$ cat src/verilog/intra4_pkg.sv
/*
 * Intra 4x4 luma mode decision, shared definitions
 * Pixel geometry, mode and state encodings, fixed mode costs
 */
`default_nettype none

package intra4_pkg;

    localparam int PIX_W     = 8;
    localparam int SUB_PIX   = 16;
    localparam int NUM_SUB   = 16;
    localparam int NUM_MODES = 4;
    localparam int SSE_W     = 32;
    localparam int SCORE_W   = 64;
    localparam int HDR_COST  = 211;

    // One top row or left column, pixel 0 in the low byte
    typedef logic [4*PIX_W-1:0] edge4_t;

    // 4x4 pixels in raster order
    typedef logic [SUB_PIX*PIX_W-1:0] blk4_t;

    typedef enum logic [1:0] {
        DC = 2'd0,
        TM = 2'd1,
        VE = 2'd2,
        HE = 2'd3
    } pred_mode_e;

    typedef enum logic [2:0] {
        IDLE,
        LOAD,
        EVAL,
        PICK,
        STORE,
        NEXT,
        DONE
    } ctrl_state_e;

    // Fixed header cost per mode
    function automatic logic [10:0] mode_cost(input pred_mode_e mode);
        case (mode)
            DC:      mode_cost = 11'd40;
            TM:      mode_cost = 11'd1151;
            VE:      mode_cost = 11'd1723;
            default: mode_cost = 11'd1874;
        endcase
    endfunction

endpackage

`default_nettype wire

$ cat src/verilog/mode_select.sv
/*
 * Rate-distortion mode choice
 * Score is 256 * SSE + lambda * mode cost, lowest wins
 */
`default_nettype none

module mode_select #(
    parameter int LAMBDA_W = 16
) (
    input  wire logic [LAMBDA_W-1:0]            lambda_i,
    input  wire logic [intra4_pkg::SSE_W-1:0]   sse_i [intra4_pkg::NUM_MODES],
    output intra4_pkg::pred_mode_e              best_mode_o,
    output logic [intra4_pkg::SCORE_W-1:0]      best_score_o
);

    logic [intra4_pkg::SCORE_W-1:0] score [intra4_pkg::NUM_MODES];

    always_comb begin
        for (int m = 0; m < intra4_pkg::NUM_MODES; m++) begin
            score[m] = (intra4_pkg::SCORE_W'(sse_i[m]) << 8)
                     + intra4_pkg::SCORE_W'(lambda_i)
                     * intra4_pkg::SCORE_W'(intra4_pkg::mode_cost(
                           intra4_pkg::pred_mode_e'(2'(m))));
        end
    end

    // Strict compare keeps the lower index on a tie
    always_comb begin
        best_mode_o  = intra4_pkg::DC;
        best_score_o = score[0];
        for (int m = 1; m < intra4_pkg::NUM_MODES; m++) begin
            if (score[m] < best_score_o) begin
                best_mode_o  = intra4_pkg::pred_mode_e'(2'(m));
                best_score_o = score[m];
            end
        end
    end

endmodule

`default_nettype wire

$ cat config.mk
export PLATFORM = sky130hd
export DESIGN_NAME = mode_select
export DESIGN_NICKNAME = d
export VERILOG_FILES = /design/src/verilog/intra4_pkg.sv /design/src/verilog/mode_select.sv
export SDC_FILE = /design/constraint.sdc
export NUM_CORES = 1
export LEC_CHECK = 0
export BUFFER_PORTS_ARGS = -buffer_cell sky130_fd_sc_hd__buf_4
export CORE_MARGIN = 2
export CORE_UTILIZATION = 45
export DETAILED_ROUTE_END_ITERATION = 10
export PLACE_DENSITY_LB_ADDON = 0.12
export SKIP_LAST_GASP = 1
export SYNTH_ARGS = -nofsm -noshare
export SYNTH_HDL_FRONTEND = slang
export SYNTH_SLANG_ARGS = --single-unit
$ cat constraint.sdc
create_clock -name vclk -period 18.65
set_input_delay 1.865 -clock vclk [all_inputs]
set_output_delay 1.865 -clock vclk [all_outputs]
set_load 0.02 [all_outputs]
==> flow_summary.json <==
{
  "busiest_layer": "met2",
  "yosysMostFrequentCell": "inv_1",
  "yosysTopAreaCell": "ha_1",
  "design.seq.count": 0,
  "arrival_ns": 15.67,
  "synth_top_area_share": 0.2606,
  "drt-total-wl_um": 57850,
  "worstPathMaxFanout": 42,
  "io_buffers": 187,
  "finalHoldViolCount": 0,
  "min_period_ns": 17.53,
  "layout-drive-gt1-share": 0.09736,
  "ant_nets": 0,
  "path_common_cell": "inv_1",
  "cp-start-kind": "primary input",
  "slowest_stage": "and2_1",
  "drtIter0Drc": 936,
  "synth_area_leaders": "ha_1 (26%), fa_1 (24%), inv_1 (9.0%)",
  "rsz0062_at_grt": "no",
  "ys_types": 73,
  "fin_util": 0.5053,
  "setup.worst_path.class": "primary input to output port",
  "post_cts_resized": 0,
  "die_height_um": 205.6,
  "final_nets": 3101,
  "ff_latch_area_sq_um": 0,
  "area_delta_synth_final_pct": 10.25,
  "tns_ns": 0,
  "vias_per_cell": 5.455,
  "grt_pass1_wl_um": 88270,
  "gr-usage-met3": 0.01742,
  "final-setup-viol-count": 0,
  "rows": 73,
  "met1_usage": 0.3834,
  "die_area_sq_um": 42280,
  "holdWs_ns": 4.209,
  "grt_use_total": 0.2744,
  "start_util": 0.4583,
  "clkbuf_count": 0,
  "critPathMaxStageDelay_ns": 0.76,
  "synth.cell_area_sq_um": 18290,
  "grt_max_degree": 43,
  "yosysSeqAreaShare": 0,
  "vias": 15700,
  "fmax_ghz": 0.05703,
  "dp_hpwl_um": 51980,
  "antenna_found_initial": 2,
  "fp.dieW_um": 205.6,
  "drc": 0,
  "met2_usage": 0.4661,
  "pin_count": 210,
  "grt_pass1_vias": 15580,
  "core_sq_um": 39910,
  "yosys_warnings": 0,
  "outcome": "completed",
  "synth_top_cells_by_count": "inv_1 (440), ha_1 (381), fa_1 (222)",
  "cts_hold_buf": 0,
  "cp-end-kind": "output port",
  "maxCapViolCount": 0,
  "gp_congestion": 0.9277,
  "worstMarginPinSlew_ns": 1.082,
  "syn_avg_cell_area_sq_um": 8.353,
  "firstDrtPassIters": 6,
  "n_fill_cell": 3817,
  "netlist_instances": 2190,
  "min_period_over_period": 0.9401,
  "hold_path_class": "primary input to output port",
  "wl_per_cell_um": 20.09,
  "multi_input_area_sq_um": 16410,
  "worstPathRequired_ns": 16.78,
  "slew_headroom": 0.2739,
  "post_cts_buffers": 0,
  "drv_slew": 0,
  "overflow": 0
}
==> layer usage <==
metal / vias up / part of all wire
met3: 40 / 0.040
met5: - / 0
met2: 392 / 0.47
met1: 7571 / 0.46
li1: 7701 / -
met4: 0 / 0.024
==> logic make-up after synthesis <==
group,count (synthesis),synth area share
xor+xnor,156,0.07469
other cells,1,0.0002050
buf+inv,492,0.1077
simple gates,415,0.1123
compound gates,462,0.1672
mux,61,0.03440
fa+ha+maj,603,0.5035
==> worst max-delay path, delay by kind of cell <==
kind                       cells  cell delay (ns)
AOI/OAI and AO/OA             23             5.20
adders and majority gates      9             3.79
buffers and inverters         11             2.42
and+or+nand+nor                7             1.68
muxes                          1             0.42
xor gates and xnor gates       1             0.24
==> final timing paths <==
| path | startpoint | end | slack, ns | cells after the start |
|---|---|---|---|---|
| max | lambda_i[9] | best_score_o[40] | 1.12 | 52 |
| min | sse_i[31] | best_score_o[39] | 4.21 | 4 |
==> final cells by class <==
type,count,area share
antenna,2,0.0002481
multi-input combinational,1720,0.8138
inverter,440,0.08189
timing repair buffer,192,0.07146
tap,525,0.03257
==> stage by stage <==
stage / area [sq um] / instances / setup slack, ns
CTS: 20160 / 2877 / 1.279
detailed placement: 20160 / 2877 / 1.344
global placement: 20160 / 2877 / 1.498
floorplan: 18380 / 2212 / 4.278
global route: 20170 / 2879 / 0.2218
finish: 20170 / 2879 / 1.117
==> placed cells by master (no fill, tap or decap), types with 10 or more instances in the layout <==
cell | synthesis | final
a31oi_1 | 14 | 14
o21ai_0 | 77 | 77
mux2i_1 | 48 | 48
o211ai_1 | 23 | 23
nand3_1 | 55 | 55
buf_4 | 26 | 192
o21a_1 | 30 | 30
a211oi_1 | 22 | 22
xor2_1 | 69 | 69
and2_1 | 10 | 10
conb_1 | 1 | 23
a21o_1 | 68 | 68
nor2b_1 | 23 | 23
and3_1 | 42 | 42
nand2_1 | 103 | 103
xnor2_1 | 87 | 87
o21bai_1 | 13 | 13
inv_1 | 440 | 440
ha_1 | 381 | 381
a21oi_1 | 136 | 136
fa_1 | 222 | 222
nand4_1 | 26 | 26
a21boi_0 | 11 | 11
nand2b_1 | 14 | 14
nor2_1 | 86 | 86
nor3_1 | 22 | 22
Power is not shown: default switching activity piles up to over one toggle a cycle in this logic, so the estimate is an artifact.
