## config.mk

```make
export PLATFORM = sky130hd
export DESIGN_NAME = sse4_accum_flat
export DESIGN_NICKNAME = d
export VERILOG_FILES = /design/src/verilog/intra4_pkg.sv /design/src/verilog/nbr_if.sv /design/src/verilog/sse4_accum.sv /design/src/flat_wrapper.sv
export SDC_FILE = /design/constraint.sdc
export NUM_CORES = 2
export LEC_CHECK = 0
export ABC_AREA = 1
export BUFFER_PORTS_ARGS = -buffer_cell sky130_fd_sc_hd__buf_2
export CAP_MARGIN = 20
export CORE_MARGIN = 1
export CORE_UTILIZATION = 45
export DETAILED_ROUTE_END_ITERATION = 12
export SETUP_SLACK_MARGIN = 0.02
export SYNTH_ARGS = -nofsm -noshare
export SYNTH_HDL_FRONTEND = slang
export SYNTH_SLANG_ARGS = --single-unit
```

## constraint.sdc

```tcl
create_clock -name clk -period 15.5 [get_ports clk]
set_input_delay 0.775 -clock clk [delete_from_list [all_inputs] [get_ports clk]]
set_output_delay 0.775 -clock clk [all_outputs]
set_load 0.005 [all_outputs]
```

## src/verilog/intra4_pkg.sv

```systemverilog
/*
 * Intra 4x4 luma mode decision, shared definitions
 * Pixel geometry, mode and state encodings, fixed mode costs
 */
`default_nettype none

package intra4_pkg;

    localparam int PIX_W     = 8;
    localparam int SUB_PIX   = 16;
    localparam int NUM_SUB   = 16;
    localparam int NUM_MODES = 4;
    localparam int SSE_W     = 32;
    localparam int SCORE_W   = 64;
    localparam int HDR_COST  = 211;

    // One top row or left column, pixel 0 in the low byte
    typedef logic [4*PIX_W-1:0] edge4_t;

    // 4x4 pixels in raster order
    typedef logic [SUB_PIX*PIX_W-1:0] blk4_t;

    typedef enum logic [1:0] {
        DC = 2'd0,
        TM = 2'd1,
        VE = 2'd2,
        HE = 2'd3
    } pred_mode_e;

    typedef enum logic [2:0] {
        IDLE,
        LOAD,
        EVAL,
        PICK,
        STORE,
        NEXT,
        DONE
    } ctrl_state_e;

    // Fixed header cost per mode
    function automatic logic [10:0] mode_cost(input pred_mode_e mode);
        case (mode)
            DC:      mode_cost = 11'd40;
            TM:      mode_cost = 11'd1151;
            VE:      mode_cost = 11'd1723;
            default: mode_cost = 11'd1874;
        endcase
    endfunction

endpackage

`default_nettype wire

```

## src/verilog/nbr_if.sv

```systemverilog
/*
 * Current subblock bundle
 * Source pixels plus top, left and corner neighbours
 */
`default_nettype none

interface nbr_if;

    intra4_pkg::blk4_t                 src4;
    intra4_pkg::edge4_t                top4;
    intra4_pkg::edge4_t                left4;
    logic [intra4_pkg::PIX_W-1:0]      top_left;

    modport ctx  (output src4, top4, left4, top_left);
    modport pred (input top4, left4, top_left);
    modport meas (input src4);

endinterface

`default_nettype wire

```

## src/verilog/sse4_accum.sv

```systemverilog
/*
 * Row-serial SSE unit
 * One row per cycle for all four predictions in parallel
 */
`default_nettype none

module sse4_accum (
    input  wire logic                           clk,
    input  wire logic                           rst_n,
    input  wire logic                           eval_start_i,
    nbr_if.meas                                 nbr,
    input  intra4_pkg::blk4_t                   pred_i [intra4_pkg::NUM_MODES],
    output logic [intra4_pkg::SSE_W-1:0]        sse_o  [intra4_pkg::NUM_MODES],
    output logic                                sse_done_o
);

    logic [1:0]  row_q;
    logic [1:0]  sel_row;
    logic        busy_q;
    logic [17:0] row_sse [intra4_pkg::NUM_MODES];

    assign sel_row = eval_start_i ? 2'd0 : row_q;

    // Squared error of the selected row
    always_comb begin
        logic [7:0]  ad;
        logic [15:0] sq;
        for (int m = 0; m < intra4_pkg::NUM_MODES; m++) begin
            row_sse[m] = '0;
            for (int x = 0; x < 4; x++) begin
                if (nbr.src4[(sel_row*4 + x)*8 +: 8] > pred_i[m][(sel_row*4 + x)*8 +: 8]) begin
                    ad = nbr.src4[(sel_row*4 + x)*8 +: 8] - pred_i[m][(sel_row*4 + x)*8 +: 8];
                end else begin
                    ad = pred_i[m][(sel_row*4 + x)*8 +: 8] - nbr.src4[(sel_row*4 + x)*8 +: 8];
                end
                sq = {8'h00, ad} * {8'h00, ad};
                row_sse[m] = row_sse[m] + {2'b00, sq};
            end
        end
    end

    always_ff @(posedge clk or negedge rst_n) begin
        if (!rst_n) begin
            row_q      <= 2'd0;
            busy_q     <= 1'b0;
            sse_done_o <= 1'b0;
        end else begin
            sse_done_o <= busy_q && (row_q == 2'd3);
            if (eval_start_i) begin
                row_q  <= 2'd1;
                busy_q <= 1'b1;
            end else if (busy_q) begin
                row_q <= row_q + 2'd1;
                if (row_q == 2'd3) begin
                    busy_q <= 1'b0;
                end
            end
        end
    end

    // Accumulators hold after the last row
    always_ff @(posedge clk) begin
        for (int m = 0; m < intra4_pkg::NUM_MODES; m++) begin
            if (eval_start_i) begin
                sse_o[m] <= intra4_pkg::SSE_W'(row_sse[m]);
            end else if (busy_q) begin
                sse_o[m] <= sse_o[m] + intra4_pkg::SSE_W'(row_sse[m]);
            end
        end
    end

endmodule

`default_nettype wire

```

## src/flat_wrapper.sv

```systemverilog
// flat-port wrapper written by rule: the top's interface ports become plain ports
module sse4_accum_flat 
  (clk, rst_n, eval_start_i, pred_i, sse_o, sse_done_o, nbr_src4);
  nbr_if nbr_i ();
  input  wire logic clk;
  input  wire logic rst_n;
  input  wire logic eval_start_i;
  input  intra4_pkg::blk4_t pred_i[intra4_pkg::NUM_MODES];
  output logic [intra4_pkg::SSE_W-1:0] sse_o[intra4_pkg::NUM_MODES];
  output logic sse_done_o;
  input wire logic [$bits(nbr_i.src4)-1:0] nbr_src4;
  assign nbr_i.src4 = nbr_src4;
  sse4_accum u_core (.clk(clk), .rst_n(rst_n), .eval_start_i(eval_start_i), .nbr(nbr_i), .pred_i(pred_i), .sse_o(sse_o), .sse_done_o(sse_done_o));
endmodule
```

==> key figures <==
STA
  – Peak Freq: 70.3 MHz
  – Least-Margin Pin Slew: 1.20 ns
  – Clock skew: about 0.014 ns
  – Final period util: between 90% and 100%
  – Unrepaired setup endpoints after global routing: false
  – Slew margin rel.: 19.8%
  – Hold Fails Final Rpt: 0
  – Fin. max-slew vios: 0
  – Setup TNS: 0 ns
  – Crit path time final: roughly 14 ns
  – Final setup vio count: 0

Final layout
  – Commonest cells after routing, fill and taps aside: inv_1 (1,726), nand2_1 (1,424), nor2_1 (913), ha_1 (785), buf_2 (770)
  – Layout fillers: 12,924
  – Share of layout cells above drive strength 1: 12.6%
  – Area Growth Syn to Fin: 10.6%
  – Nets: 10,791
  – Most common cell after layout, fill and taps aside: inv_1

Drt
  – Post-Route WL: 220,000 um
  – DR WL/cell: between 20 and 25 um
  – Initial DRC Count: 4,170
  – Drc violations: 0
  – 1st-pass router iterations: 6
  – Vias after detailed routing: ~55,000
  – Drt via density: roughly 5.3
  – Antenna-violating nets left: 0

Synthesis
  – EDFF count, synth: 72
  – Yosys Warn Count: 0
  – Mapped Nets: 10,151
  – Netlist cell types: 59
  – Synth Instances: 8,019
  – Synthesized area: 57,200 um2
  – #FFs+latches synth: 132
  – Sequential share of the synthesized area: 5.91%
  – Avg Cell Area, Syn: a little over 7 um2
  – Ys async rst share: under 10%
  – Synth Flop Type: edfxtp_1

CTS
  – Skew-Pair Late Insertion Delay: 0.47 ns
  – H-tree levels: 4
  – CTS tree: built
  – Clk buf depth: 2
  – TritonCTS Buffers: 17
  – Root Buffer: clkbuf_16
  – Postcts setup bufs: 0
  – PostCTS Resize Cnt: 0
  – # hold bufs at CTS: 0
  – CTS clk-pin slew, worst paths: 0.07 ns
  – Clock sink count: 132

GRT
  – Initial antenna violation count: 36
  – Total Routing Usage GR: 33.9%
  – Vias in the first global route: 54,568
  – First-pass GRT wire length: 328,000 um
  – Grt ovf: 0
  – Largest net degree at the start of global routing: roughly 130

Worst setup path
  – Arr. time, crit path: 14.59 ns
  – Critical Path Fanout Max: 128
  – Worst setup SP type: flop
  – Crit end category: flop
  – Critical path class: reg2reg
  – CP max stage delay: 0.91 ns
  – Crit-path slowest cell: a22oi_1
  – Critical path required time: 15.86 ns
  – Most frequent CP cell: fa_1

Floorplan
  – Io pins: 772
  – Core Box Area: 126,000 um2
  – Die width: 359 um
  – Die Span Y: 359 um
  – Std cell rows: 130
  – DIE AREA: 129,000 um2
  – Initial Utilization: between 40 and 50%

Placed design
  – Post-DP HPWL: 192,000 um
  – Gpl congestion: between 1 and 1.5
  – PortBufs: 771

Worst hold path
  – Worst hold path type: in2async

Status
  – Status: completed

Flow run
  – Max cap viols: 0
-- worst max-delay path, delay by kind of cell (launching register included) --
| family | cells | cell delay (ns) |
|---|---|---|
| fa+ha+maj | 14 | 6.28 |
| compound gates | 10 | 2.69 |
| simple gates | 16 | 2.29 |
| buf+inv | 11 | 1.96 |
| xor+xnor | 1 | 0.37 |
| flops | 1 | 0.35 |
-- cell usage after synthesis, drive strengths merged, types with 12 or more instances --
cell type  instances  share of area, %
xnor2            100               1.5
or2               34              0.37
clkbuf            81              0.54
o211ai            12              0.18
xor2             218               3.3
edfxtp            72               3.8
a21o              43              0.56
o21bai            14              0.18
o22ai             95               1.0
o221ai            27              0.41
o21ai            318               2.9
nand3b            18              0.24
nor2             959               6.6
inv             1765                12
and2              27              0.30
o21a              16              0.21
buf              119               1.2
dfxtp             56               2.0
nor3              54              0.59
nand4             64              0.73
a22o              64              0.98
nand3            251               2.2
a31oi             13              0.14
a22oi            140               1.8
nand2           1504                10
ha               785                17
fa               704                25
a21oi            416               3.7
a21boi            15              0.20
-- layout make-up --
class	instances	area (um2)	share of cell area (%)
clock buffer	19	453	0.715
timing repair buffer	821	4290	6.77
tap	1650	2060	3.26
clock inverter	13	111	0.176
sequential	132	3390	5.35
multi-input combinational	5922	46300	73.1
inverter	1765	6650	10.5
antenna	40	100	0.158
-- registers in the layout, indices dropped and copies added (netlist names) --
name               flops
u_core.row_q           2
u_core.busy_q          1
u_core.sse_done_o      1
u_core.sse_o         128
-- metrics by stage --
stage               cells  hold WS [ns]  setup WS (ns)  area [um2]  utilization, %
finish              10362         0.105           1.27       63300            50.3
global placement    10290         0.484           1.24       62700            49.8
detailed placement  10290         0.493           1.09       62700            49.8
floorplan            8019         0.462           3.08       57200               -
global route        10355        0.0977          0.452       63300            50.3
CTS                 10322        0.0923           1.40       63200            50.2
-- cell families (layout without fill, tap and decap cells) --
logic type	Yosys count	after routing	share of synthesized area, %
xor gates and xnor gates	318	318	4.86
AOI/OAI and AO/OA	1188	1188	12.6
buffers and inverters	1965	2618	13.3
other	0	40	0
DFF	132	132	5.91
muxes	4	4	0.0699
and+or+nand+nor	2923	2923	21.5
adders and majority gates	1489	1489	41.8
-- path summary, 6_finish.rpt --
path	cells past startpoint	from	slack, ns	end
max	52	u_core.row_q[1]	1.27	u_core.sse_o[93]
min	1	rst_n	0.11	u_core.sse_done_o
max reg2reg	52	u_core.row_q[1]	1.27	u_core.sse_o[93]
min reg2reg	2	u_core.sse_o[60]	0.50	u_core.sse_o[60]
max in group asynchronous	1	rst_n	15.26	u_core.row_q[0]
min in group clk	2	u_core.sse_o[60]	0.50	u_core.sse_o[60]
-- per-layer routing --
layer	vias up	share of wire (%)	global-route usage (%)
met1	26107	43	44.0
met2	1989	45	56.1
met5	-	0.049	0
met3	305	6.7	4.16
li1	26391	-	-
met4	18	5.4	16.0
Power is left out: the tool's default activity adds up to more than one toggle a clock period on the data nets, which glitch-free logic cannot reach.
