`config.mk`:
```
export PLATFORM = sky130hd
export DESIGN_NAME = intra4_ctrl
export DESIGN_NICKNAME = d
export VERILOG_FILES = /design/src/verilog/intra4_pkg.sv /design/src/verilog/intra4_ctrl.sv
export SDC_FILE = /design/constraint.sdc
export NUM_CORES = 1
export LEC_CHECK = 0
export ABC_CLOCK_PERIOD_IN_PS = 2750
export BUFFER_PORTS_ARGS = -buffer_cell sky130_fd_sc_hd__buf_2
export CAP_MARGIN = 25
export CORE_MARGIN = 2
export CORE_UTILIZATION = 40
export CTS_BUF_LIST = sky130_fd_sc_hd__clkbuf_4 sky130_fd_sc_hd__clkbuf_8 sky130_fd_sc_hd__clkbuf_16
export DETAILED_ROUTE_END_ITERATION = 8
export PLACE_DENSITY = 0.61
export REMOVE_ABC_BUFFERS = 1
export SETUP_SLACK_MARGIN = 0.4
export SYNTH_ARGS = -nofsm -noshare
export SYNTH_HDL_FRONTEND = slang
export SYNTH_SLANG_ARGS = --single-unit
```
`constraint.sdc`:
```
create_clock -name clk -period 2.75 [get_ports clk]
set_input_delay 0.55 -clock clk [delete_from_list [all_inputs] [get_ports clk]]
set_output_delay 0.55 -clock clk [all_outputs]
set_load 0.01 [all_outputs]
```
`src/verilog/intra4_pkg.sv`:
```
/*
 * Intra 4x4 luma mode decision, shared definitions
 * Pixel geometry, mode and state encodings, fixed mode costs
 */
`default_nettype none

package intra4_pkg;

    localparam int PIX_W     = 8;
    localparam int SUB_PIX   = 16;
    localparam int NUM_SUB   = 16;
    localparam int NUM_MODES = 4;
    localparam int SSE_W     = 32;
    localparam int SCORE_W   = 64;
    localparam int HDR_COST  = 211;

    // One top row or left column, pixel 0 in the low byte
    typedef logic [4*PIX_W-1:0] edge4_t;

    // 4x4 pixels in raster order
    typedef logic [SUB_PIX*PIX_W-1:0] blk4_t;

    typedef enum logic [1:0] {
        DC = 2'd0,
        TM = 2'd1,
        VE = 2'd2,
        HE = 2'd3
    } pred_mode_e;

    typedef enum logic [2:0] {
        IDLE,
        LOAD,
        EVAL,
        PICK,
        STORE,
        NEXT,
        DONE
    } ctrl_state_e;

    // Fixed header cost per mode
    function automatic logic [10:0] mode_cost(input pred_mode_e mode);
        case (mode)
            DC:      mode_cost = 11'd40;
            TM:      mode_cost = 11'd1151;
            VE:      mode_cost = 11'd1723;
            default: mode_cost = 11'd1874;
        endcase
    endfunction

endpackage

`default_nettype wire

```
`src/verilog/intra4_ctrl.sv`:
```
/*
 * Subblock walk controller
 * Steps the sixteen subblocks and sums the macroblock score
 */
`default_nettype none

module intra4_ctrl #(
    parameter int LAMBDA_W = 16
) (
    input  wire logic                                   clk,
    input  wire logic                                   rst_n,
    input  wire logic                                   start_i,
    input  wire logic [LAMBDA_W-1:0]                    lambda_i,
    input  wire logic                                   sse_done_i,
    input  intra4_pkg::pred_mode_e                      best_mode_i,
    input  wire logic [intra4_pkg::SCORE_W-1:0]         best_score_i,
    output logic [$clog2(intra4_pkg::NUM_SUB)-1:0]      sub_idx_o,
    output logic                                        eval_start_o,
    output logic                                        store_o,
    output intra4_pkg::pred_mode_e                      best_mode_o,
    output logic [intra4_pkg::SCORE_W-1:0]              score_o,
    output logic                                        done_o
);

    intra4_pkg::ctrl_state_e state_q;
    intra4_pkg::ctrl_state_e state_d;

    logic [intra4_pkg::SCORE_W-1:0] score_acc;

    // ------------------------------
    // State machine
    // ------------------------------
    always_comb begin
        state_d = state_q;
        case (state_q)
            intra4_pkg::IDLE:  if (start_i) state_d = intra4_pkg::LOAD;
            intra4_pkg::LOAD:  state_d = intra4_pkg::EVAL;
            intra4_pkg::EVAL:  if (sse_done_i) state_d = intra4_pkg::PICK;
            intra4_pkg::PICK:  state_d = intra4_pkg::STORE;
            intra4_pkg::STORE: state_d = intra4_pkg::NEXT;
            intra4_pkg::NEXT: begin
                if (sub_idx_o == 4'(intra4_pkg::NUM_SUB - 1)) begin
                    state_d = intra4_pkg::DONE;
                end else begin
                    state_d = intra4_pkg::LOAD;
                end
            end
            default:           state_d = intra4_pkg::IDLE;
        endcase
    end

    assign eval_start_o = (state_q == intra4_pkg::LOAD);
    assign store_o      = (state_q == intra4_pkg::STORE);
    assign done_o       = (state_q == intra4_pkg::DONE);

    always_ff @(posedge clk or negedge rst_n) begin
        if (!rst_n) begin
            state_q     <= intra4_pkg::IDLE;
            sub_idx_o   <= '0;
            best_mode_o <= intra4_pkg::DC;
            score_acc   <= '0;
            score_o     <= '0;
        end else begin
            state_q <= state_d;
            case (state_q)
                intra4_pkg::IDLE: begin
                    if (start_i) begin
                        score_acc <= intra4_pkg::SCORE_W'(intra4_pkg::HDR_COST)
                                   * intra4_pkg::SCORE_W'(lambda_i);
                    end
                end
                intra4_pkg::PICK:  best_mode_o <= best_mode_i;
                intra4_pkg::STORE: begin
                    // Published total follows the running sum
                    score_acc <= score_acc + best_score_i;
                    score_o   <= score_acc + best_score_i;
                end
                // Wraps back to zero after the last subblock
                intra4_pkg::NEXT:  sub_idx_o <= sub_idx_o + 1'b1;
                default: ;
            endcase
        end
    end

endmodule

`default_nettype wire

```
==> results.yml <==
global_route:
  grt_overflow: 0
  grt_pass1_vias: 11900
  grt_pass1_wl_mm: 58.2
  track_usage_pct: 24.6
  antenna_found_initial: 0
  grt_max_degree: 78
setup_path:
  crit_path_cell_trace: "buf_8 -> ha_4 -> inv_2 -> fa_1 -> fa_1 -> fa_1 -> inv_2 -> ha_4 -> o21a_1 -> o21ai_2 -> a211oi_2 -> o21ai_2 -> a311oi_2 -> buf_4 -> a31oi_4 -> nor2b_1 -> mux2i_1 -> a31oi_1"
  timing.rr.start: "score_acc[11]$_DFFE_PN0P_"
  reg2reg_slack_ns: -0.28
  cp_slowest_cell: "fa_1"
  worstPathArrival_ns: 4.30
  crit_type: "in -> reg"
  crit_path_end_kind: "flip-flop"
  crit_top_cell: "fa_1"
  rr_endpoint: "score_o[57]$_DFFE_PN0P_"
  rr_worst_depth: 11
  crit_start: "lambda_i[2]"
  crit_fanout: 3
  worstPathRequired_ns: 3.06
  crit_path_max_incr_delay_ns: 0.52
  critPathLaunchType: "primary input"
  crit_end: "score_acc[21]$_DFFE_PN0P_"
layout:
  drive_above_1_share_pct: 42.7
  postLayoutCellArea_um2: 17800
  final_common_cell: "buf_4"
  nFillCells: 2321
  syn2layout_area_growth_pct: 57.9
  final_cell_mix: "buf_4 (302), nand2_1 (261), buf_2 (150)"
  n_antenna_cell: 0
  nets: 2097
sta:
  slew_viol_final: 0
  worstMarginPinSlew_ns: 0.921
  relSlewSlack_pct: 38.6
  fin_crit_sh_pct: 145
  finalHoldViolations: 0
  timing.fmax_mhz: 251
  finalWorstSetupSlack_ns: -1.23
  skew_ns: 0.0112
  setup_viol_count_final: 90
  layout_min_cycle_time_ns: 3.98
  rsz0062_at_grt: "true"
  whs_ns: 0.0867
logic_synthesis:
  synth_mux_area_share_pct: 1.04
  yosys_warnings: 0
  avgSynthCellArea_um2: 8.36
  synth_compound_area_share_pct: 20.0
  synth-xor-area-share_pct: 5.43
  synth_edf_count: 0
  synth_fa_ha_area_share_pct: 19.9
  synth_cell_types: 61
  ys_seq_elements: 137
  synthSimpleGateAreaFrac_pct: 18.3
  seq_area_frac_synth_pct: 30.4
  synth_cells: 1350
  synth_top_family_by_area: "compound AO/OA/AOI/OAI gates"
  synthFlopType: "dfrtp_1"
  synthArstFlopShare_pct: 100
  syn_area_um2: 11300
routing:
  dr.max_layer_used: "met4"
  routed_wl_mm: 36.7
  route.detailed.drc: 0
  initialDrtViolationCount: 696
  vias: 11700
  post_drt_via_cell_ratio: 5.23
  dr.pass1.iters: 7
  wl_met1_mm: 16.0
  wl_per_cell_um: 16.4
  ant_nets: 0
  wl_met2_mm: 18.3
  dr_wl_met3_mm: 1.60
clocking:
  cts_buffers: 17
  clockRootBuffer: "clkbuf_16"
  cts_tree: "built"
  cts_buffer_depth: 2
  cts.sinks: 137
  clkTransAtPathRegs_ns: 0.07
  holdBufCountCts: 0
  htree_levels: 4
  clock_latency_ns: 0.44
power:
  leakagePower_uw: 0.00910
  finalPower_uw: 21100
  powerDensity_nw_per_um2: 1180
  irDropWorstVdd_v: 0.000471
status:
  status: "finished, violations left"
  violations: "negative setup slack"
floorplanning:
  die_x_um: 172
  dieArea_um2: 29600
  core_um2: 27800
  start_util_pct: 40.6
  row_count: 61
  die_h_um: 172
  io_pins: 159
placement:
  dp_hpwl_mm: 26.4
  placed_area_um2: 14700
  io_buffers: 158
  place_congestion: 0.886
  place_ws_ns: -2.09
job:
  maxCapViolCount: 0
worst_hold_path:
  holdCritPathClass: "in -> async"
[cell type report]
| cell class | instances | area, um2 | area share, % |
|---|---|---|---|
| multi-input combinational | 1067 | 8950 | 50.2 |
| timing repair buffer | 539 | 4060 | 22.7 |
| inverter | 91 | 343 | 1.92 |
| clock inverter | 14 | 149 | 0.835 |
| sequential | 137 | 3430 | 19.2 |
| clock buffer | 18 | 433 | 2.43 |
| tap | 378 | 473 | 2.65 |
[per-stage QoR]
step / utilization [%] / cells / TNS, ns
finish: 64.2 / 2244 / -24.93
global route: 64.2 / 2244 / -37.51
CTS: 61.2 / 2218 / -24.07
detailed placement: 52.9 / 2139 / -74.86
global placement: 52.9 / 2139 / -72.18
floorplan: - / 1295 / -99.45
[worst min path at each step]
stage,startpoint,depth (start not counted),to
finish,rst_n,1,score_o[38]$_DFFE_PN0P_
global route,rst_n,1,score_o[40]$_DFFE_PN0P_
CTS,rst_n,1,score_o[38]$_DFFE_PN0P_
detailed placement,score_o[35]$_DFFE_PN0P_,2,score_o[35]$_DFFE_PN0P_
global placement,score_o[33]$_DFFE_PN0P_,2,score_o[33]$_DFFE_PN0P_
floorplan,rst_n,0,best_mode_o[0]$_DFFE_PN0N_
[registers in the layout, summed over array words and instances (netlist names)]
register     cells
state_q          3
score_acc       64
sub_idx_o        4
best_mode_o      2
score_o         64
[worst max-delay path, delay by kind of cell]
family | cells | cell delay [ns]
buffers and inverters | 4 | 0.38
AND/OR/NAND/NOR | 1 | 0.15
AO/OA/AOI/OAI | 7 | 1.03
adder cells (fa/ha/maj) | 5 | 1.99
multiplexers | 1 | 0.20
[Yosys cell counts (all sizes together), types with 27 or more instances]
library cell	number	area share (%)
a21o	50	3.3
a21oi	98	4.4
clkbuf	41	1.4
dfrtp	137	30
fa	36	6.4
ha	122	14
inv	91	3.0
nand2	272	9.0
nand3	27	1.2
nor2	68	2.3
o21ai	89	4.1
xnor2	45	3.5
[power by group]
part,internal [uW],leakage [uW],switching (uW)
combinational,7700,0.00711,7500
clock,1350,0.000282,951
sequential,2960,0.00171,596
total,12000,0.00910,9050
[timing repair]
action                                 in CTS  in global routing
buffers inserted                           47                 26
gates cloned                                0                  0
resized for setup                         293                116
pin swaps                                 188                106
setup endpoints to repair                 110                115
endpoints found under the hold margin       0                  0
[cell families (layout without fill, tap and decap cells)]
family | Yosys count | in the layout
AND/OR/NAND/NOR | 471 | 471
AO/OA/AOI/OAI | 357 | 357
adder cells (fa/ha/maj) | 158 | 158
buffers and inverters | 146 | 662
flip-flops | 137 | 137
XOR/XNOR | 70 | 70
multiplexers | 11 | 11
[layer usage]
layer	vias to the layer above	global-route usage [%]
met5	-	0
met4	0	7.67
met3	52	3.32
met2	280	43.3
met1	5691	31.3
li1	5715	-
(Power assumes the default switching activity.)
