File: config.mk
export PLATFORM = sky130hd
export DESIGN_NAME = intra4_predict_flat
export DESIGN_NICKNAME = d
export VERILOG_FILES = /design/src/verilog/intra4_pkg.sv /design/src/verilog/nbr_if.sv /design/src/verilog/intra4_predict.sv /design/src/flat_wrapper.sv
export SDC_FILE = /design/constraint.sdc
export NUM_CORES = 1
export LEC_CHECK = 0
export BUFFER_PORTS_ARGS = -buffer_cell sky130_fd_sc_hd__buf_2
export CAP_MARGIN = 40
export CORE_AREA = 4 4 223 225
export DETAILED_ROUTE_END_ITERATION = 10
export DIE_AREA = 0 0 227 229
export GPL_TIMING_DRIVEN = 0
export PLACE_DENSITY_LB_ADDON = 0.2
export SLEW_MARGIN = 15
export SYNTH_ARGS = -nofsm -noshare
export SYNTH_HDL_FRONTEND = slang
export SYNTH_SLANG_ARGS = --single-unit
export TNS_END_PERCENT = 50
File: constraint.sdc
create_clock -name vclk -period 6.8
set_input_delay 1.02 -clock vclk [all_inputs]
set_output_delay 1.02 -clock vclk [all_outputs]
set_load 0.005 [all_outputs]
File: src/verilog/intra4_pkg.sv
/*
 * Intra 4x4 luma mode decision, shared definitions
 * Pixel geometry, mode and state encodings, fixed mode costs
 */
`default_nettype none

package intra4_pkg;

    localparam int PIX_W     = 8;
    localparam int SUB_PIX   = 16;
    localparam int NUM_SUB   = 16;
    localparam int NUM_MODES = 4;
    localparam int SSE_W     = 32;
    localparam int SCORE_W   = 64;
    localparam int HDR_COST  = 211;

    // One top row or left column, pixel 0 in the low byte
    typedef logic [4*PIX_W-1:0] edge4_t;

    // 4x4 pixels in raster order
    typedef logic [SUB_PIX*PIX_W-1:0] blk4_t;

    typedef enum logic [1:0] {
        DC = 2'd0,
        TM = 2'd1,
        VE = 2'd2,
        HE = 2'd3
    } pred_mode_e;

    typedef enum logic [2:0] {
        IDLE,
        LOAD,
        EVAL,
        PICK,
        STORE,
        NEXT,
        DONE
    } ctrl_state_e;

    // Fixed header cost per mode
    function automatic logic [10:0] mode_cost(input pred_mode_e mode);
        case (mode)
            DC:      mode_cost = 11'd40;
            TM:      mode_cost = 11'd1151;
            VE:      mode_cost = 11'd1723;
            default: mode_cost = 11'd1874;
        endcase
    endfunction

endpackage

`default_nettype wire

File: src/verilog/nbr_if.sv
/*
 * Current subblock bundle
 * Source pixels plus top, left and corner neighbours
 */
`default_nettype none

interface nbr_if;

    intra4_pkg::blk4_t                 src4;
    intra4_pkg::edge4_t                top4;
    intra4_pkg::edge4_t                left4;
    logic [intra4_pkg::PIX_W-1:0]      top_left;

    modport ctx  (output src4, top4, left4, top_left);
    modport pred (input top4, left4, top_left);
    modport meas (input src4);

endinterface

`default_nettype wire

File: src/verilog/intra4_predict.sv
/*
 * 4x4 intra predictors
 * DC, TrueMotion, vertical and horizontal, all combinational
 */
`default_nettype none

module intra4_predict (
    nbr_if.pred                 nbr,
    output intra4_pkg::blk4_t   pred_o [intra4_pkg::NUM_MODES]
);

    logic [intra4_pkg::PIX_W+2:0] dc_sum;
    logic [intra4_pkg::PIX_W-1:0] dc_val;

    // Eight neighbours plus rounding
    always_comb begin
        dc_sum = 11'd4;
        for (int j = 0; j < 4; j++) begin
            dc_sum = dc_sum + {3'b000, nbr.top4[j*8 +: 8]} + {3'b000, nbr.left4[j*8 +: 8]};
        end
    end

    assign dc_val = dc_sum[10:3];

    assign pred_o[intra4_pkg::DC] = {intra4_pkg::SUB_PIX{dc_val}};

    // Every row repeats the top edge
    assign pred_o[intra4_pkg::VE] = {4{nbr.top4}};

    always_comb begin
        for (int y = 0; y < 4; y++) begin
            pred_o[intra4_pkg::HE][y*32 +: 32] = {4{nbr.left4[y*8 +: 8]}};
        end
    end

    // ------------------------------
    // TrueMotion with clipping
    // ------------------------------
    always_comb begin
        logic signed [intra4_pkg::PIX_W+1:0] tm;
        for (int y = 0; y < 4; y++) begin
            for (int x = 0; x < 4; x++) begin
                tm = $signed({2'b00, nbr.top4[x*8 +: 8]})
                   + $signed({2'b00, nbr.left4[y*8 +: 8]})
                   - $signed({2'b00, nbr.top_left});
                if (tm[9]) begin
                    pred_o[intra4_pkg::TM][(y*4 + x)*8 +: 8] = 8'h00;
                end else if (tm[8]) begin
                    pred_o[intra4_pkg::TM][(y*4 + x)*8 +: 8] = 8'hff;
                end else begin
                    pred_o[intra4_pkg::TM][(y*4 + x)*8 +: 8] = tm[7:0];
                end
            end
        end
    end

endmodule

`default_nettype wire

File: src/flat_wrapper.sv
// flat-port wrapper written by rule: the top's interface ports become plain ports
module intra4_predict_flat 
  (pred_o, nbr_top4, nbr_left4, nbr_top_left);
  nbr_if nbr_i ();
  output intra4_pkg::blk4_t pred_o[intra4_pkg::NUM_MODES];
  input wire logic [$bits(nbr_i.top4)-1:0] nbr_top4;
  input wire logic [$bits(nbr_i.left4)-1:0] nbr_left4;
  input wire logic [$bits(nbr_i.top_left)-1:0] nbr_top_left;
  assign nbr_i.top4 = nbr_top4;
  assign nbr_i.left4 = nbr_left4;
  assign nbr_i.top_left = nbr_top_left;
  intra4_predict u_core (.nbr(nbr_i), .pred_o(pred_o));
endmodule
==> impl_metrics.py, run 1 <==
metrics = {
    "outcome": {
        "outcome": "complete, no violations",
    },
    "floorplanning": {
        "fp.dieW_um": 227,
        "ios": 584,
        "die_area_um2": 52000,
        "core_area_um2": 47500,
        "start_util": 0.330,
        "die_h_um": 229,
        "num_rows": 80,
    },
    "critical_path": {
        "path_class": "in2out",
        "crit_top_cell": "fa_1",
        "cp.required_ns": 5.78,
        "cp.arrival_ns": 5.54,
        "start_kind": "input port",
        "cp_slowest_stage_delay_ns": 0.58,
        "slowest_stage": "fa_1",
        "cp_max_fo": 16,
        "end_kind": "output port",
        "path_cells": "buf_2 -> inv_1 -> fa_1 -> fa_1 -> inv_1 -> fa_1 -> fa_1 -> nand2_1 -> fa_1 -> nor2b_1 -> o21ai_0 -> a21oi_1 -> o41ai_2 -> xnor2_4 -> buf_4 -> buf_2",
    },
    "synthesis": {
        "syn-num-nets": 2485,
        "syn_area_um2": 15700,
        "synthCells": 2065,
        "syn_area_per_cell_um2": 7.60,
        "ys_types": 52,
        "ys_seq_area_frac": 0,
        "synth_top_area_share": 0.215,
        "ys_warn_count": 0,
        "synth_area_leaders": "ha_1 (22%), buf_4 (18%), fa_1 (9.9%)",
        "synth_top_area_cell": "ha_1",
    },
    "global_route": {
        "use_met2": 0.397,
        "grt_util_met3": 0.0137,
        "grt.busiest_layer": "met2",
        "first_global_vias": 15500,
        "grt_max_degree": 33,
        "grt_pass1_wl_mm": 91.1,
        "use_met1": 0.306,
        "grt_overflow_total": 0,
        "antenna_found_initial": 1,
        "grt.total_usage": 0.225,
    },
    "sta": {
        "fin_worst_hold_slack_ns": 2.50,
        "max-slew-margin-rel": 0.426,
        "finalCritPeriodShare": 0.965,
        "fin_crit_ns": 6.56,
        "setup_viol_count_final": 0,
        "hold_violations": 0,
        "grt_setup_unrepaired": "true",
        "timing.setup.tns_ns": 0,
        "worst_pin_slew_ns": 0.850,
        "fmaxAchievable_mhz": 152,
        "drv_slew": 0,
    },
    "route": {
        "drc": 0,
        "routedWlPerCell_um": 19.0,
        "routed_via_density": 4.96,
        "drt_iter0_markers": 914,
        "dr.pass1.iters": 5,
        "drt_wl_total_mm": 62.2,
        "vias": 16200,
        "route.antenna.remaining_nets": 0,
    },
    "power_and_ir_drop": {
        "p_leak_uw": 0.0104,
        "ir_worst_vdd_mv": 0.845,
        "p_per_area_nw_per_um2": 551,
    },
    "cells_and_area": {
        "register_area_um2": 0,
        "syn_to_final_growth_pct": 24.5,
        "antennaDiodeCount": 0,
        "instances_no_fill": 3269,
        "drive_gt1_frac": 0.388,
        "seq_cells": 0,
        "nets": 3076,
        "finalInstanceArea_um2": 19500,
        "num-clock-buffers": 0,
    },
    "place": {
        "placed_area_um2": 19400,
        "gp_congestion": 0.885,
        "dp_hpwl_mm": 48.5,
        "place_inst": 3267,
        "port_buffers": 584,
    },
    "cts": {
        "hold_buffers": 0,
    },
    "min_path": {
        "min_path_cells": 3,
        "hold_class": "in2out",
    },
    "job": {
        "max_cap_viol_count": 0,
    },
}
[through the flow]
step,utilization,total power [µW],setup WS (ns)
final,0.411,10800,0.235
after floorplan,-,6560,0.553
after global placement,0.408,10500,-0.453
after CTS,0.409,10700,0.0147
after detailed placement,0.409,10600,-0.125
after global routing,0.411,11800,-0.133
[worst max-delay path: cells and delay by family]
kind	cells	cell delay (ns)
adders and majority gates	5	2.45
AOI/OAI and AO/OA	3	0.51
and+or+nand+nor	2	0.20
buffers and inverters	5	0.94
xor gates and xnor gates	1	0.43
[area by class of cell]
class / instances / area, µm²
Buffer: 378 / 2830
Multi-Input combinational cell: 1536 / 12400
Fill cell: 4995 / 28000
Inverter: 151 / 569
Tap cell: 615 / 769
Timing Repair Buffer: 589 / 2990
[worst paths after layout]
check | slack, ns | to | from
setup / recovery | 0.24 | pred_o[415] | nbr_left4[25]
hold / removal | 2.50 | pred_o[195] | nbr_top4[3]
[routing by layer]
metal,vias to the layer above,part of all wire,routed length [µm]
li1,8070,-,-
met1,7609,0.45,28100
met2,487,0.48,30000
met3,55,0.044,2720
met4,0,0.021,1300
met5,-,0,0
[Yosys cell counts (all sizes together), types with 4 or more instances]
cell and number:
a211oi 21, a21o 59, a21oi 271, a31o 8, a31oi 13, buf 378
fa 78, ha 270, inv 151, mux2 7, nand2 122, nand2b 37
nand3 10, nand3b 11, nand4 7, nor2 120, nor2b 18, nor3 42
nor3b 10, nor4bb 14, o211a 4, o211ai 10, o21a 42, o21ai 85
o21bai 19, o221ai 12, o31a 10, o31ai 5, o41a 4, o41ai 21
or2 16, or3 5, xnor2 123, xor2 48
[cell families (layout without fill, tap and decap cells)]
logic type	count (synthesis)	after routing	synth area share
multiplexers	9	9	0.00630
adder cells (fa/ha/maj)	348	348	0.315
AND/OR/NAND/NOR	416	416	0.132
XOR/XNOR	171	171	0.0959
buffers and inverters	529	1118	0.217
AO/OA/AOI/OAI	592	592	0.234
[cells in the final DEF, fill, tap and decap left out, types with 4 or more instances in the layout]
| master | n |
|---|---|
| buf_2 | 584 |
| buf_4 | 378 |
| a21oi_1 | 271 |
| ha_1 | 270 |
| inv_1 | 144 |
| nand2_1 | 122 |
| nor2_1 | 120 |
| xnor2_1 | 119 |
| fa_1 | 78 |
| o21ai_0 | 60 |
| a21o_1 | 59 |
| xor2_1 | 46 |
| o21a_1 | 42 |
| nor3_1 | 39 |
| nand2b_1 | 37 |
| o21ai_1 | 23 |
| o41ai_1 | 19 |
| o21bai_1 | 19 |
| nor2b_1 | 18 |
| a211oi_1 | 18 |
| or2_2 | 15 |
| nor4bb_1 | 14 |
| o221ai_1 | 12 |
| a31oi_1 | 11 |
| nand3b_1 | 11 |
| o31a_1 | 10 |
| nand3_1 | 10 |
| o211ai_1 | 10 |
| a31o_2 | 8 |
| nor3b_2 | 8 |
| mux2_2 | 7 |
| nand4_1 | 7 |
| inv_2 | 6 |
| o31ai_1 | 5 |
| or3_1 | 5 |
| o211a_1 | 4 |
| o41a_1 | 4 |
[timing repair]
item                       CTS  global route
setup endpoints to repair   16            91
gates resized for setup      0            10
pin swaps                    1             0
setup buffers                1             1
[where the power goes]
group / total, µW / switching, µW / internal, µW
logic: 10800 / 4580 / 6190
clock network: 0 / 0 / 0
registers: 0 / 0 / 0
Note: power is estimated with default switching activity, not from simulation.
==> inputs of run 2 (changes only) <==
ABC_AREA = 1   (was unset)
==> impl_metrics.py, run 2 <==
metrics = {
    "cells_and_area": {
        "syn_to_final_growth_pct": 21.5,
        "finalInstanceArea_um2": 22200,
        "post-route-util": 0.467,
        "num-clock-buffers": 0,
        "register_area_um2": 0,
        "drive_gt1_frac": 0.303,
        "fillCellCount": 5203,
        "antennaDiodeCount": 0,
        "seq_cells": 0,
        "nets": 3998,
        "mostFrequentLayoutCells": "nand2_1 (858), buf_2 (578), inv_1 (550), buf_4 (376), ha_1 (270)",
        "mostFrequentLayoutCell": "nand2_1",
    },
    "place": {
        "dp_hpwl_mm": 52.7,
        "placed_area_um2": 22100,
        "port_buffers": 584,
        "gp_congestion": 0.903,
    },
    "route": {
        "route.antenna.remaining_nets": 0,
        "drc": 0,
        "vias": 19000,
        "drt_iter0_markers": 1025,
        "dr.pass1.iters": 5,
        "routed_via_density": 4.54,
        "routedWlPerCell_um": 15.5,
        "drt_wl_total_mm": 64.9,
    },
    "synthesis": {
        "syn-num-nets": 3405,
        "ys_warn_count": 0,
        "ys_types": 30,
        "synthCells": 2985,
        "synth_most_common_cell": "nand2_1",
        "synth_top_area_cell": "ha_1",
        "syn_area_per_cell_um2": 6.12,
        "syn_area_um2": 18300,
        "synth_top_area_share": 0.185,
        "ys_seq_area_frac": 0,
        "synth_common_cells": "nand2_1 (859), inv_1 (553), buf_4 (376), ha_1 (270), nand3_1 (201)",
        "synth_area_leaders": "ha_1 (18%), nand2_1 (18%), buf_4 (15%)",
    },
    "critical_path": {
        "path_cells": "buf_2 -> ha_1 -> xor2_1 -> fa_1 -> fa_1 -> fa_1 -> inv_1 -> fa_1 -> inv_1 -> ha_1 -> a21oi_1 -> nand2_1 -> nand2_1 -> nand2_1 -> nand2_1 -> nand2_1 -> buf_4 -> buf_2",
        "crit_top_cell": "nand2_1",
        "cp_slowest_stage_delay_ns": 0.49,
        "start_kind": "input port",
        "crit_path_start": "nbr_top4[2]",
        "critPathTopFamily": "adder cells",
        "cp.arrival_ns": 5.41,
        "slowest_stage": "fa_1",
        "end_kind": "output port",
        "cp_max_fo": 16,
        "cp.required_ns": 5.78,
        "path_class": "in2out",
        "crit_buf_inv": 5,
    },
    "power_and_ir_drop": {
        "p_clk_frac": 0,
        "p_comb_frac": 1.000,
        "ir_worst_vdd_mv": 0.844,
        "p_int_uw": 5750,
        "switchingPower_uw": 4660,
        "p_leak_uw": 0.0141,
        "swShare": 0.448,
        "seqPwrFrac": 0,
        "p_per_area_nw_per_um2": 469,
    },
    "sta": {
        "fmaxAchievable_mhz": 155,
        "setup_viol_count_final": 0,
        "hold_violations": 0,
        "worst_pin_slew_ns": 0.836,
        "fin_crit_ns": 6.43,
        "finalCritPeriodShare": 0.946,
        "max-slew-margin-rel": 0.443,
        "drv_slew": 0,
        "grt_setup_unrepaired": "false",
    },
    "global_route": {
        "grt_util_met3": 0.0131,
        "use_met1": 0.317,
        "first_global_vias": 17300,
        "grt_overflow_total": 0,
        "grt.total_usage": 0.237,
        "grt_pass1_wl_mm": 96.9,
        "grt.busiest_layer": "met2",
        "antenna_found_initial": 2,
        "grt_max_degree": 33,
        "use_met2": 0.438,
    },
    "floorplanning": {
        "core_area_um2": 47500,
        "ios": 584,
        "die_h_um": 229,
        "die_area_um2": 52000,
        "num_rows": 80,
        "fp.dieW_um": 227,
        "start_util": 0.384,
    },
    "min_path": {
        "min_from": "nbr_top4[7]",
        "hold_class": "in2out",
    },
    "cts": {
        "hold_buffers": 0,
    },
    "outcome": {
        "outcome": "complete, no violations",
    },
    "job": {
        "max_cap_viol_count": 0,
    },
}
-- run 2: cell types whose count changed after synthesis, sizes merged, moves of 51 or more --
cell,before,now
a21oi,271,190
xnor2,123,72
nand3,10,212
nand2,122,902
inv,151,554
o21ai,85,2
-- run 2: power groups by stage --
stage	Combinational, µW	Sequential, µW	Clock, µW
floorplan	6510	0	0
global placement	10200	0	0
detailed placement	10400	0	0
CTS	10500	0	0
global route	11500	0	0
finish	10400	0	0
-- run 2: stage by stage --
stage	TNS, ns	hold WS [ns]	std cells	setup WS [ns]	power [µW]
floorplan	0	2.12	2985	0.702	6510
global placement	-26.01	2.50	4184	-0.529	10200
detailed placement	-3.95	2.50	4189	-0.219	10400
CTS	0	2.50	4190	0.124	10500
global route	0	2.52	4191	0.0123	11500
finish	0	2.49	4191	0.366	10400
-- run 2: worst paths after layout --
path	end	slack [ns]	depth (start not counted)
worst max-delay path	pred_o[396]	0.37	18
worst min-delay path	pred_o[199]	2.49	3
-- run 2: cell families (layout without fill, tap and decap cells) --
group / after synthesis / count (layout) / synth area share
AOI/OAI and AO/OA: 252 / 252 / 0.0803
xor gates and xnor gates: 138 / 138 / 0.0661
adders and majority gates: 348 / 348 / 0.270
buffers and inverters: 930 / 1521 / 0.268
and+or+nand+nor: 1317 / 1317 / 0.315
-- run 2: what timing repair did --
| action | in CTS | in global routing |
|---|---|---|
| gates resized for setup | 2 | 8 |
| endpoints found under the setup margin | 31 | 75 |
| buffers inserted | 1 | 1 |
| pin swaps | 0 | 1 |
-- run 2: routing by layer --
layer	up-vias	wire length, µm	share of wire
met2	426	32300	0.50
met3	32	2730	0.042
met1	8468	29400	0.45
met4	2	509	0.0078
li1	10100	-	-
met5	-	14	0.00022
-- run 2: layout make-up --
| class | count | area, µm² | area share |
|---|---|---|---|
| multi-input combinational | 2055 | 13400 | 0.605 |
| timing repair buffer | 591 | 3100 | 0.140 |
| buffer | 376 | 2820 | 0.127 |
| inverter | 554 | 2080 | 0.0937 |
| tap | 615 | 769 | 0.0346 |
==> inputs of run 3 (changes only) <==
CORE_AREA = unset   (was 4 4 223 225)
CORE_ASPECT_RATIO = 0.8   (was unset)
CORE_MARGIN = 4   (was unset)
CORE_UTILIZATION = 32   (was unset)
DIE_AREA = unset   (was 0 0 227 229)
==> impl_metrics.py, run 3 (same netlist as run 2, synthesis figures left out) <==
metrics = {
    "min_path": {
        "min_from": "nbr_left4[6]",
        "hold_class": "in2out",
        "min_path_cells": 3,
        "hold-path-endpoint": "pred_o[6]",
    },
    "cells_and_area": {
        "multi_input_area_um2": 13400,
        "mostFrequentLayoutCells": "nand2_1 (858), buf_2 (575), inv_1 (546), buf_4 (378), ha_1 (270)",
        "register_area_um2": 0,
        "finalInstanceArea_um2": 22300,
        "mostFrequentLayoutCell": "nand2_1",
        "fillCellCount": 6351,
        "num-clock-buffers": 0,
        "post-route-util": 0.394,
        "drive_gt1_frac": 0.303,
        "instances_no_fill": 4333,
        "syn_to_final_growth_pct": 21.9,
        "nets": 3994,
        "seq_cells": 0,
    },
    "sta": {
        "timing.setup.tns_ns": 0,
        "worst_pin_slew_ns": 0.844,
        "fin_crit_ns": 6.54,
        "setup_viol_count_final": 0,
        "hold_violations": 0,
        "grt_setup_unrepaired": "false",
        "drv_slew": 0,
        "max-slew-margin-rel": 0.438,
        "finalCritPeriodShare": 0.961,
        "fmaxAchievable_mhz": 153,
    },
    "route": {
        "drt_iter0_markers": 1044,
        "routed_via_density": 4.42,
        "routedWlPerCell_um": 16.4,
        "dr.pass1.iters": 5,
        "drc": 0,
        "drt_wl_total_mm": 71.2,
        "vias": 19200,
        "route.antenna.remaining_nets": 0,
    },
    "floorplanning": {
        "ios": 584,
        "fp.dieW_um": 275,
        "die_h_um": 222,
        "start_util": 0.323,
        "num_rows": 78,
        "die_area_um2": 61000,
        "core_area_um2": 56600,
    },
    "place": {
        "gp_congestion": 0.882,
        "placed_area_um2": 22200,
        "place_inst": 4330,
        "dp_hpwl_mm": 56.0,
        "port_buffers": 584,
    },
    "critical_path": {
        "start_kind": "input port",
        "end_kind": "output port",
        "path_class": "in2out",
        "slowest_stage": "fa_1",
        "path_cells": "buf_2 -> inv_1 -> fa_1 -> fa_1 -> fa_1 -> fa_1 -> a21boi_1 -> inv_1 -> fa_1 -> inv_1 -> nand3_1 -> nand2_1 -> nand4_1 -> nand2_1 -> xor2_4 -> buf_12 -> buf_4 -> buf_2",
        "crit_top_cell": "fa_1",
        "cp.required_ns": 5.78,
        "cp_slowest_stage_delay_ns": 0.54,
        "cp_max_fo": 16,
        "crit_buf_inv": 7,
        "critPathTopFamily": "adder cells",
        "cp.arrival_ns": 5.52,
    },
    "global_route": {
        "grt_overflow_total": 0,
        "first_global_vias": 17500,
        "grt.total_usage": 0.223,
        "grt_max_degree": 33,
        "antenna_found_initial": 3,
        "grt_pass1_wl_mm": 105,
    },
    "outcome": {
        "outcome": "complete, no violations",
    },
    "job": {
        "max_cap_viol_count": 0,
    },
}
-- run 3: changes by cell type in the layout (fill, tap and decap cells not counted), sizes merged --
cell    before  now
diode        0    1
clkbuf       6    8
buf        961  955
-- run 3: cell type report --
type / instances / area share
inverter: 554 / 0.0934
buffer: 376 / 0.127
tap: 760 / 0.0427
antenna: 1 / 0.000112
multi-input combinational: 2055 / 0.603
timing repair buffer: 587 / 0.134
-- run 3: worst max path at each step --
stage                              to  cells after the start     startpoint
final                     pred_o[407]                     18    nbr_top4[2]
after detailed placement  pred_o[407]                     18   nbr_left4[1]
after CTS                 pred_o[407]                     19  nbr_left4[18]
after floorplan           pred_o[399]                     16  nbr_left4[18]
after global routing      pred_o[468]                     18    nbr_top4[2]
after global placement    pred_o[445]                     16   nbr_left4[1]
-- run 3: timing repair --
item	CTS	global route
pin swaps	0	1
endpoints found under the setup margin	32	61
setup buffers	1	1
hold buffers	0	0
hold endpoints to repair	0	0
resized for setup	3	10
-- run 3: routing by layer --
layer	share of wire	wire, µm	GRT usage	vias up
li1	-	-	-	10100
met1	0.48	34200	0.318	8539
met2	0.46	32500	0.382	452
met3	0.047	3320	0.0130	49
met4	0.015	1050	0.0258	6
met5	0.00048	34	0	-
-- run 3: tightest hold or removal path: stages --
cell and delay [ns]:
buf_2 0.19, buf_4 0.16, buf_2 0.11
-- run 3: stage by stage --
step           setup WS, ns  hold WS, ns
2_1_floorplan         0.702         2.12
3_3_place_gp         -0.787         2.52
3_5_place_dp         -0.303         2.52
4_1_cts              0.0723         2.52
5_1_grt              0.0154         2.52
6_report              0.265         2.51
